## src/quplsPkg.sv

```systemverilog
// ============================
// Qupls decode front package
// Instruction layout, opcode and branch-kind encodings
// and the width of the in-order sequence tag
// ============================

package quplsPkg;

	// ============================
	// Instruction word layout
	// ============================

	// Raw instruction word as it leaves fetch
	localparam int InstrWidth = 32;

	// Register specifiers address a 64-entry architectural file
	localparam int RegWidth = 6;

	// Primary opcode occupies the low bits of the word
	localparam int OpcodeWidth = 7;

	// Low bit of each field, the upper bit follows from the field width
	localparam int OpcodeLsb = 0;
	localparam int RtLsb = 7;
	localparam int RaLsb = 13;
	localparam int RbLsb = 19;

	// Sequence tag wraps around, downstream compares it modulo 2**TagWidth
	localparam int TagWidth = 8;

	// Branch-kind encoding width
	localparam int BrKindWidth = 3;

	// ============================
	// Opcodes
	// ============================

	// Encodings are fixed; values not listed decode as an unknown
	// instruction that is neither flow control nor a register writer
	typedef enum logic [OpcodeWidth-1:0] {
		OP_NOP   = 7'd0,
		OP_ADD   = 7'd4,
		OP_ADDI  = 7'd5,
		OP_CHK   = 7'd24,
		OP_JSR   = 7'd32,
		OP_JSRI  = 7'd33,
		OP_BSR   = 7'd34,
		OP_RTD   = 7'd35,
		OP_DBRA  = 7'd40,
		OP_Bcc   = 7'd41,
		OP_BccU  = 7'd42,
		OP_FBcc  = 7'd43,
		OP_LOAD  = 7'd64,
		OP_STORE = 7'd72
	} opcodeE;

	// How the branch unit treats a flow-control instruction
	// BK_NONE marks anything that does not redirect the stream
	typedef enum logic [BrKindWidth-1:0] {
		BK_NONE = 3'd0,
		BK_COND = 3'd1,
		BK_CALL = 3'd2,
		BK_RET  = 3'd3,
		BK_CHK  = 3'd4
	} branchKindE;

endpackage

```

## src/quplsInstrQueue.sv

```systemverilog
// ============================
// Qupls instruction queue
// Circular buffer of raw instruction words with a
// registered head; each accepted word gets a sequence tag
// ============================

`timescale 1ns/1ps

module quplsInstrQueue #(
	parameter int QueueDepth = 4
) (
	input  logic                            clk,
	input  logic                            rst,
	input  logic                            inValid,
	input  logic [quplsPkg::InstrWidth-1:0] instr,
	output logic                            inReady,
	output logic                            qValid,
	output logic [quplsPkg::InstrWidth-1:0] qInstr,
	output logic [quplsPkg::TagWidth-1:0]   qTag,
	input  logic                            qReady
);
	import quplsPkg::*;

	// A depth of one still needs a one-bit pointer
	localparam int PtrWidth = (QueueDepth > 1) ? $clog2(QueueDepth) : 1;
	localparam int CntWidth = $clog2(QueueDepth + 1);
	localparam logic [PtrWidth-1:0] LastPtr = PtrWidth'(QueueDepth - 1);
	localparam logic [CntWidth-1:0] FullCnt = CntWidth'(QueueDepth);

	// Word storage and the tag stamped on each word at entry
	logic [InstrWidth-1:0] instrMem [QueueDepth];
	logic [TagWidth-1:0]   tagMem [QueueDepth];

	logic [PtrWidth-1:0] wrPtr;
	logic [PtrWidth-1:0] rdPtr;
	logic [CntWidth-1:0] count;
	logic [TagWidth-1:0] nextTag;
	logic                push;
	logic                pop;

	// Accept while the buffer has a free slot
	assign inReady = (count != FullCnt);
	assign push = inValid && inReady;

	// Move the oldest word into the head register when the head
	// is empty or is handed to decode on this edge
	// An empty buffer never bypasses, so a new word reaches the head
	// one edge after it was written
	assign pop = (count != '0) && (!qValid || qReady);

	// ============================
	// Control state
	// ============================

	always_ff @(posedge clk)
	begin
		if (rst)
		begin
			wrPtr <= '0;
			rdPtr <= '0;
			count <= '0;
			nextTag <= '0;
			qValid <= 1'b0;
		end
		else
		begin
			if (push)
			begin
				wrPtr <= (wrPtr == LastPtr) ? '0 : wrPtr + 1'b1;
				// Tag counter simply wraps
				nextTag <= nextTag + 1'b1;
			end
			if (pop)
				rdPtr <= (rdPtr == LastPtr) ? '0 : rdPtr + 1'b1;
			// Occupancy of the buffer, the head register is not counted
			case ({push, pop})
				2'b10: count <= count + 1'b1;
				2'b01: count <= count - 1'b1;
				default: count <= count;
			endcase
			// Head valid follows the refill decision whenever the head can change
			if (!qValid || qReady)
				qValid <= pop;
		end
	end

	// ============================
	// Storage and head payload
	// ============================

	always_ff @(posedge clk)
	begin
		if (push)
		begin
			instrMem[wrPtr] <= instr;
			tagMem[wrPtr] <= nextTag;
		end
		// Head payload only changes together with a refill
		if (pop)
		begin
			qInstr <= instrMem[rdPtr];
			qTag <= tagMem[rdPtr];
		end
	end

endmodule

```

## src/quplsDecodeFc.sv

```systemverilog
// ============================
// Qupls flow-control classifier
// Flags checks, calls, branches and returns and
// says whether the opcode writes its Rt register
// ============================

`timescale 1ns/1ps

module quplsDecodeFc (
	input  quplsPkg::opcodeE     opcode,
	output logic                 fc,
	output quplsPkg::branchKindE brKind,
	output logic                 writesRt
);
	import quplsPkg::*;

	// Branch kind per opcode, anything unlisted is plain sequential code
	always_comb
	begin
		brKind = BK_NONE;
		case (opcode)
			OP_CHK:
				brKind = BK_CHK;
			OP_JSR, OP_JSRI, OP_BSR:
				brKind = BK_CALL;
			OP_DBRA, OP_Bcc, OP_BccU, OP_FBcc:
				brKind = BK_COND;
			OP_RTD:
				brKind = BK_RET;
			default:
				brKind = BK_NONE;
		endcase
	end

	// Every redirecting kind counts as flow control
	assign fc = (brKind != BK_NONE);

	// Calls write the link register and DBRA writes back its counter
	always_comb
	begin
		case (opcode)
			OP_ADD, OP_ADDI, OP_LOAD:
				writesRt = 1'b1;
			OP_JSR, OP_JSRI, OP_BSR, OP_DBRA:
				writesRt = 1'b1;
			default:
				writesRt = 1'b0;
		endcase
	end

endmodule

```

## src/quplsDecodeStage.sv

```systemverilog
// ============================
// Qupls decode stage
// Splits the queue head into opcode and register
// fields and classifies it, purely combinational
// ============================

`timescale 1ns/1ps

module quplsDecodeStage (
	// Queue head
	input  logic                            qValid,
	input  logic [quplsPkg::InstrWidth-1:0] qInstr,
	input  logic [quplsPkg::TagWidth-1:0]   qTag,
	output logic                            qReady,

	// Decoded item towards the output register
	output logic                            decValid,
	input  logic                            decReady,
	output quplsPkg::opcodeE                opcode,
	output logic [quplsPkg::RegWidth-1:0]   rt,
	output logic [quplsPkg::RegWidth-1:0]   ra,
	output logic [quplsPkg::RegWidth-1:0]   rb,
	output logic                            fc,
	output quplsPkg::branchKindE            brKind,
	output logic                            writesRt,
	output logic [quplsPkg::TagWidth-1:0]   decTag
);
	import quplsPkg::*;

	// ============================
	// Field positions
	// ============================

	// Upper bit of each field from its low bit and width
	localparam int OpcodeMsb = OpcodeLsb + OpcodeWidth - 1;
	localparam int RtMsb = RtLsb + RegWidth - 1;
	localparam int RaMsb = RaLsb + RegWidth - 1;
	localparam int RbMsb = RbLsb + RegWidth - 1;

	logic [OpcodeWidth-1:0] rawOpcode;

	// ============================
	// Handshake
	// ============================

	// No storage here, so valid and ready pass straight through
	// and the item moves in the same cycle as the output register takes it
	assign decValid = qValid;
	assign qReady = decReady;

	// ============================
	// Field extraction
	// ============================

	assign rawOpcode = qInstr[OpcodeMsb:OpcodeLsb];

	// Unlisted encodings keep their raw value and fall to the
	// default arms of the classifier
	assign opcode = opcodeE'(rawOpcode);

	// Register specifiers are sliced whatever the opcode, rename
	// uses writesRt to decide whether Rt matters
	assign rt = qInstr[RtMsb:RtLsb];
	assign ra = qInstr[RaMsb:RaLsb];
	assign rb = qInstr[RbMsb:RbLsb];

	// Tag rides along unchanged so ordering survives decode
	assign decTag = qTag;

	// ============================
	// Classification
	// ============================

	// Flow-control flag, branch kind and write flag from the opcode only
	quplsDecodeFc uFc (
		.opcode   (opcode),
		.fc       (fc),
		.brKind   (brKind),
		.writesRt (writesRt)
	);

endmodule

```

## src/quplsDecodeOut.sv

```systemverilog
// ============================
// Qupls decode output register
// One-entry pipeline register that holds a decoded
// item for rename under back-pressure
// ============================

`timescale 1ns/1ps

module quplsDecodeOut (
	input  logic                          clk,
	input  logic                          rst,

	// Decoded item from the decode stage
	input  logic                          decValid,
	output logic                          decReady,
	input  quplsPkg::opcodeE              opcode,
	input  logic [quplsPkg::RegWidth-1:0] rt,
	input  logic [quplsPkg::RegWidth-1:0] ra,
	input  logic [quplsPkg::RegWidth-1:0] rb,
	input  logic                          fc,
	input  quplsPkg::branchKindE          brKind,
	input  logic                          writesRt,
	input  logic [quplsPkg::TagWidth-1:0] decTag,

	// Registered item towards rename
	output logic                          outValid,
	input  logic                          outReady,
	output quplsPkg::opcodeE              outOpcode,
	output logic [quplsPkg::RegWidth-1:0] outRt,
	output logic [quplsPkg::RegWidth-1:0] outRa,
	output logic [quplsPkg::RegWidth-1:0] outRb,
	output logic                          outFc,
	output quplsPkg::branchKindE          outBrKind,
	output logic                          outWritesRt,
	output logic [quplsPkg::TagWidth-1:0] outTag
);
	import quplsPkg::*;

	logic load;

	// Take a new item when empty or when the current one leaves this cycle
	// which keeps a full pipeline moving one item per clock
	assign decReady = !outValid || outReady;
	assign load = decValid && decReady;

	// Valid tracks the incoming valid whenever the slot can change
	always_ff @(posedge clk)
	begin
		if (rst)
			outValid <= 1'b0;
		else if (decReady)
			outValid <= decValid;
	end

	// Payload holds still until the next load
	always_ff @(posedge clk)
	begin
		if (load)
		begin
			outOpcode <= opcode;
			outRt <= rt;
			outRa <= ra;
			outRb <= rb;
			outFc <= fc;
			outBrKind <= brKind;
			outWritesRt <= writesRt;
			outTag <= decTag;
		end
	end

endmodule

```

## src/quplsDecodeTop.sv

```systemverilog
// ============================
// Qupls decode front top level
// Instruction queue, decode stage and output register
// ============================

`timescale 1ns/1ps

module quplsDecodeTop #(
	parameter int QueueDepth = 4
) (
	input  logic                            clk,
	input  logic                            rst,
	input  logic                            inValid,
	input  logic [quplsPkg::InstrWidth-1:0] instr,
	output logic                            inReady,
	output logic                            outValid,
	input  logic                            outReady,
	output quplsPkg::opcodeE                outOpcode,
	output logic [quplsPkg::RegWidth-1:0]   outRt,
	output logic [quplsPkg::RegWidth-1:0]   outRa,
	output logic [quplsPkg::RegWidth-1:0]   outRb,
	output logic                            outFc,
	output quplsPkg::branchKindE            outBrKind,
	output logic                            outWritesRt,
	output logic [quplsPkg::TagWidth-1:0]   outTag
);
	import quplsPkg::*;

	// Queue head
	logic                  qValid;
	logic                  qReady;
	logic [InstrWidth-1:0] qInstr;
	logic [TagWidth-1:0]   qTag;

	// Decoded item between decode and the output register
	logic                decValid;
	logic                decReady;
	opcodeE              opcode;
	logic [RegWidth-1:0] rt;
	logic [RegWidth-1:0] ra;
	logic [RegWidth-1:0] rb;
	logic                fc;
	branchKindE          brKind;
	logic                writesRt;
	logic [TagWidth-1:0] decTag;

	// Input side, one edge from accept to head
	quplsInstrQueue #(
		.QueueDepth (QueueDepth)
	) uQueue (
		.clk     (clk),
		.rst     (rst),
		.inValid (inValid),
		.instr   (instr),
		.inReady (inReady),
		.qValid  (qValid),
		.qInstr  (qInstr),
		.qTag    (qTag),
		.qReady  (qReady)
	);

	// Field split and classification in zero cycles
	quplsDecodeStage uDecode (
		.qValid   (qValid),
		.qInstr   (qInstr),
		.qTag     (qTag),
		.qReady   (qReady),
		.decValid (decValid),
		.decReady (decReady),
		.opcode   (opcode),
		.rt       (rt),
		.ra       (ra),
		.rb       (rb),
		.fc       (fc),
		.brKind   (brKind),
		.writesRt (writesRt),
		.decTag   (decTag)
	);

	// Output register, second edge of the two-cycle latency
	quplsDecodeOut uOut (
		.clk         (clk),
		.rst         (rst),
		.decValid    (decValid),
		.decReady    (decReady),
		.opcode      (opcode),
		.rt          (rt),
		.ra          (ra),
		.rb          (rb),
		.fc          (fc),
		.brKind      (brKind),
		.writesRt    (writesRt),
		.decTag      (decTag),
		.outValid    (outValid),
		.outReady    (outReady),
		.outOpcode   (outOpcode),
		.outRt       (outRt),
		.outRa       (outRa),
		.outRb       (outRb),
		.outFc       (outFc),
		.outBrKind   (outBrKind),
		.outWritesRt (outWritesRt),
		.outTag      (outTag)
	);

endmodule

```

## config.mk

```make
export PLATFORM = sky130hd
export DESIGN_NAME = quplsDecodeTop
export DESIGN_NICKNAME = d
export VERILOG_FILES = /design/src/quplsPkg.sv /design/src/quplsInstrQueue.sv /design/src/quplsDecodeFc.sv /design/src/quplsDecodeStage.sv /design/src/quplsDecodeOut.sv /design/src/quplsDecodeTop.sv
export SDC_FILE = /design/constraint.sdc
export NUM_CORES = 1
export LEC_CHECK = 0
export BUFFER_PORTS_ARGS = -buffer_cell sky130_fd_sc_hd__buf_2
export CAP_MARGIN = 30
export CORE_UTILIZATION = 46
export DETAILED_ROUTE_END_ITERATION = 10
export GPL_TIMING_DRIVEN = 0
export PLACE_DENSITY = 0.67
export SLEW_MARGIN = 40
export SYNTH_ARGS = -nofsm -noshare
export SYNTH_HDL_FRONTEND = slang
export SYNTH_SLANG_ARGS = --single-unit
```

## constraint.sdc

```tcl
create_clock -name clk -period 4.9 [get_ports clk]
set_input_delay 0.98 -clock clk [delete_from_list [all_inputs] [get_ports clk]]
set_output_delay 0.98 -clock clk [all_outputs]
set_load 0.02 [all_outputs]
```

Word level (Yosys, flattened, before mapping)
Memory sizes are Yosys's and may differ from the RTL's. A register that Yosys moved wholly into a read port is not among the register bits.
Index checks and enable logic that the tools add are counted.
{ "op_classes": {"n_reduce_logical": 13, "addsub": 5, "mux": 7, "n_eq_ne": 17} }
{ "op_table": {"columns": ["operator", "count"], "rows": [
  ["7-bit by 6-bit equality test with 1-bit output, second input constant", 8],
  ["7-bit by 3-bit equality test with 1-bit output, second input constant", 2],
  ["3-bit one-hot mux with 4 select lines", 1],
  ["8-bit by 1-bit adder with 8-bit output, second input constant", 1],
  ["7-bit by 5-bit equality test with 1-bit output, second input constant", 1],
  ["7-bit equality test, second input constant", 1],
  ["7-bit OR reduction", 1],
  ["2-bit equality test, second input constant", 3],
  ["3-bit one-hot mux with 2 select lines", 1],
  ["3-bit nonzero test", 2],
  ["2-bit by 1-bit adder with 2-bit output, second input constant", 2],
  ["2-bit two-way mux", 2],
  ["4-bit OR reduction", 1],
  ["3-bit by 1-bit adder with 3-bit output, second input constant", 1],
  ["1-bit logical AND", 3],
  ["1-bit two-way mux", 3],
  ["3-bit != test, second input constant", 1],
  ["3-bit OR reduction", 1],
  ["3-bit by 1-bit subtractor with 3-bit output, second input constant", 1],
  ["2-bit by 1-bit equality test with 1-bit output, second input constant", 1],
  ["1-bit zero test", 2],
  ["1-bit logical OR", 2],
  ["2-bit nonzero test", 1]
]} }
{ "word_totals": {"output_inout_bits": 40, "reg_bits": 55, "mem_count": 2, "wordCells": 58, "ram_bits": 160, "input_bits": 36} }
{ "memory_table": {"columns": ["memory", "words", "word_bits", "read_ports", "rd_ports_with_merged_regs", "write_ports", "line", "source"], "rows": [
  ["uQueue.instrMem", 4, 32, 1, 1, 1, "quplsInstrQueue.sv:31", "logic [InstrWidth-1:0] instrMem [QueueDepth];"],
  ["uQueue.tagMem", 4, 8, 1, 1, 1, "quplsInstrQueue.sv:32", "logic [TagWidth-1:0] tagMem [QueueDepth];"]
]} }

Depth between registers and ports, before layout
{ "logic_depth": {"depth_word": 6, "mapped_depth": 10, "mapped_depth_nobuf": 9} }

Cells and area by module
Synthesis repeated with hierarchy kept, for this count alone.
{ "unflattened": {"hier_cells": 438, "hier_area_um2": 9399.0} }
{ "modules_own_cells": {"columns": ["module", "n_inst", "seq_area_each_um2", "cells_per_inst", "area_per_inst_um2"], "rows": [
  ["quplsInstrQueue", 1, 6326.1, 345, 7842.5],
  ["quplsDecodeOut", 1, 1161.1, 43, 1196.1],
  ["quplsDecodeStage", 1, 0.0, 35, 262.8],
  ["quplsDecodeFc", 1, 0.0, 15, 97.6]
]} }

Worst setup path after synthesis
Ideal clock, no wire load.
{ "synth_timing": {"path_kind": "input to register", "start": "input outReady", "end": "register uQueue.count[2]", "path_stages": 8, "path_buffers": 0, "arrival_ns": 3.978, "setup_time_ns": 0.070, "required_time_ns": 4.830, "slack_ns": 0.852, "cell_sequence": "and3b_1 > nor2_1 > ha_1 > inv_1 > fa_1 > xor2_1 > or3_1 > a21oi_1"} }
{ "synth_via": {"elab_chain_len": 5, "elab_cells_between_ends": 7, "classes_between": "eq/ne: 2; mux: 1; reduce/logical: 4"} }
{ "synth_lines": {"columns": ["item", "line", "source"], "rows": [
  ["start: declaration", "quplsDecodeTop.sv:17", "input logic outReady,"],
  ["1-bit logical OR *", "quplsDecodeOut.sv:43", "assign decReady = !outValid || outReady;"],
  ["1-bit logical OR *", "quplsInstrQueue.sv:49", "assign pop = (count != '0) && (!qValid || qReady);"],
  ["1-bit logical AND *", "quplsInstrQueue.sv:49", null],
  ["via uQueue.pop", "quplsInstrQueue.sv:39", "logic pop;"],
  ["2-bit by 1-bit equality test with 1-bit output or 2-bit equality test (tied branches)", "quplsInstrQueue.sv:76", "case ({push, pop})"],
  ["3-bit one-hot mux with 2 select lines or 2-bit nonzero test (tied branches)", null, null],
  ["end signal: assignment", "quplsInstrQueue.sv:77", "2'b10: count <= count + 1'b1;"],
  ["end signal: assignment", "quplsInstrQueue.sv:78", "2'b01: count <= count - 1'b1;"],
  ["end signal: assignment", "quplsInstrQueue.sv:79", "default: count <= count;"],
  ["end: declaration", "quplsInstrQueue.sv:36", "logic [CntWidth-1:0] count;"]
]} }
The timed path passes the listed nets; every way through them passes the cells marked *.
A chain may end at the register's enable or synchronous reset.

Worst setup path after layout
{ "layout_timing": {"start": "register uQueue.count[0]", "end": "output inReady"} }
{ "layout_via": {"elab_chain_len": 1} }
{ "layout_lines": {"columns": ["item", "line", "source"], "rows": [
  ["3-bit != test", "quplsInstrQueue.sv:42", "assign inReady = (count != FullCnt);"],
  ["end: declaration", "quplsDecodeTop.sv:15", "output logic inReady,"]
]} }
Every way passes these cells.

==> impl_results.md <==
- Core Region: ~0.017 mm2
- Post-Syn Area: 0.007894 mm2
- Yosys reg bits: 220
- TritonCTS clock tree: yes
- Detailed Place HPWL: 8111 um
- Leak pwr: 3.145 nW
- Synth area leader: edfxtp_1
- Port bufs: 66
- Deepest clock path buffer count: 3
- VDD IR-drop max: 0.0002167 V
- Setup bufs post-CTS: 0
- Area growth syn-to-layout: 18.93%
- Initial antenna violation count: 0
- Largest net degree at the start of global routing: 29
- Total CTS buffers: 22
- Crit end category: primary output
- Metal3 WL: 513 um
- Layout cells sized above 1: 0.3139
- Cell area after layout: 0.009388 mm2
- Clock Sinks: 220
- Share of flip-flops with an asynchronous set or reset: 0
- Max layer used: met4
- RSZ-0062 raised after global routing: false
- H-tree levels: 1
- Netlist cell types: 34
- DR WL/cell: 18.64 um
- First-pass GRT wire length: slightly above 20000 um
- M1 WL: approximately 5400 um
- PnR worst setup slack: 2028 ps
- Post_cts resized: 0
- Core Util, Final: 0.5641
- Max Fclk: 0.3482 GHz
- Ant diodes: 0
- Placed cell areas: 0.008712 mm2
- Multi-input gate area in the final layout: 0.001388 mm2
- 1st-iter DRT viols: approximately 220
- Synth top area share: 0.7722
- Avg Cell Area, Syn: 21.51 um2
- Final Cycle Share: 0.5861
- Grt ovf: 0
- Height of the die: 133 um
- # setup viols final: 0
- Initial core utilization: 0.4743
- Final #Nets: between 500 and 600
- DIE AREA: 0.01769 mm2
- Max-Cap Viols: 0
- Antenna-violating nets left: 0
- CP Data Arrival Time: 1890 ps
- Dpl ws: between 1500 and 2000 ps
- Top post-synthesis cells by count: edfxtp_1 (203), mux4_2 (33), dfxtp_1 (17), a21oi_1 (15)
- Clk_lat worst skew: slightly below 500 ps
- Post-Place Cells: 661
- Worst-Margin Slew: approximately 730 ps
- Die span in x: 133 um
- Worst-path clk slew: 60 ps
- Post-CTS Hold Buffers: 0
- Finished Layout Cells: about 700
- Root Driver: clkbuf_16
- Register area share after synthesis: 0.8153
- Gr usage total: 0.1540
- Worst-path fanout max: 10
- Via count of the first global-routing pass: 3908
- Ys Warns: 0
- Syn Nets: 411
- Routed vias/inst: 5.294
- I/O pins: 76
- Final min period: roughly 2900 ps
- Setup Crit Path Kind: reg -> out
- Number of synthesized flops with an enable pin: 203
- Vias post-DR: 3711
- Top-count cell post-synth: edfxtp_1
- Initial DRT Pass Iterations: 4
- WL met2: 6873 um
- Area occupied by registers: 0.006436 mm2
- Hold Violations, Final: 0
- Max-slew headroom: 0.5111
- Status: complete, no violations
- Top post-synthesis cells by area: edfxtp_1 (77%), mux4_2 (9.4%), dfxtp_1 (4.3%), ha_1 (1.1%), a21oi_1 (0.95%)
- Total wire length: 13070 um
- Clock skew: 9.740 ps
- DR DRC count: 0
- Post-Route Hold Slack: 416.5 ps
- Primary FF master, synth: edfxtp_1
- Hold Crit Class: reg -> reg
- Mapped Cells: 367
- PD cells: just under 600 mW/mm2
- Filler Cells Inserted: 1230
- Startpoint types: register
- WP data required: 3920 ps
- GPL Wtd Cong: ~0.75
- Slew Viols, Final: 0
- Row cnt: 47
## final cells by class
| class | count | share of cell area |
|---|---|---|
| sequential | 220 | 0.6856 |
| multi-input combinational | 125 | 0.1478 |
| clock buffer | 32 | 0.06491 |
| timing repair buffer | 74 | 0.05411 |
| tap | 220 | 0.02932 |
| buffer | 14 | 0.007997 |
| clock inverter | 8 | 0.007064 |
| inverter | 8 | 0.003199 |
## where the power goes
group	switching (mW)	internal, mW
clock	0.642	0.918
sequential	0.132	2.59
combinational	0.699	0.535
## placed cells by master, fill, tap and decap left out, types with 2 or more instances in the layout
master	instances
or3_1	3
nor2_1	8
clkinv_1	4
edfxtp_1	203
buf_16	3
mux4_2	33
nor4_1	3
nor3_1	2
and3_4	4
o21ai_0	9
nand3b_1	2
nor4b_1	4
buf_2	69
clkbuf_1	14
nand3_1	4
ha_1	7
clkinv_2	2
or4_1	6
nor2b_1	3
a21oi_1	15
o31ai_1	4
buf_12	4
dfxtp_1	17
clkbuf_16	23
xor2_1	2
buf_4	5
nand2_1	5
inv_1	7
## routing by layer
| metal | track usage | vias to the layer above |
|---|---|---|
| met5 | 0 | - |
| met4 | 0.04725 | 0 |
| met3 | 0.02759 | 24 |
| met2 | 0.2717 | 88 |
| met1 | 0.1936 | 1900 |
| li1 | - | 1699 |
## through the flow
stage,TNS (ps),power [mW]
2_1_floorplan,0,3.533
3_3_place_gp,-723.2,3.868
3_5_place_dp,0,4.030
4_1_cts,0,5.596
5_1_grt,0,5.771
6_report,0,5.516
## kinds of logic after synthesis
group,after synthesis,share of synthesized area
compound gates,30,0.02108
xor+xnor,2,0.002219
fa+ha+maj,8,0.01363
buf+inv,22,0.01331
flops,220,0.8153
mux,34,0.09558
simple gates,51,0.03883
## worst paths after layout
| kind | from | to | slack (ps) | cells after the start |
|---|---|---|---|---|
| worst max-delay path | uQueue.count[0]$_SDFFE_PP0P_ | inReady | 2030 | 4 |
| worst min register to register | uQueue.qInstr[22]$_DFFE_PP_ | uOut.outRb[3]$_DFFE_PP_ | 420 | 0 |
| worst min-delay path | uQueue.qInstr[22]$_DFFE_PP_ | uOut.outRb[3]$_DFFE_PP_ | 420 | 0 |
| worst max register to register | uQueue.count[0]$_SDFFE_PP0P_ | uQueue.count[2]$_SDFFE_PP0P_ | 2300 | 10 |
## flip-flops by register name, summed over array words and instances (netlist names)
register	flops
uQueue.qInstr	25
uOut.outRt	6
uOut.outRb	6
uQueue.tagMem	32
uQueue.wrPtr	2
uQueue.count	3
uOut.outOpcode	7
uQueue.rdPtr	2
uQueue.nextTag	8
uOut.outWritesRt	1
uOut.outFc	1
uQueue.instrMem	100
uQueue.qTag	8
uOut.outTag	8
uOut.outValid	1
uOut.outBrKind	3
uOut.outRa	6
uQueue.qValid	1
## worst max-delay path, cell delays in order, from the launching register on
cell and delay [ps]:
dfxtp_1 350, nor3b_2 520, buf_4 280, inv_2 90, buf_2 170
Note: power is estimated with default switching activity, not from simulation.
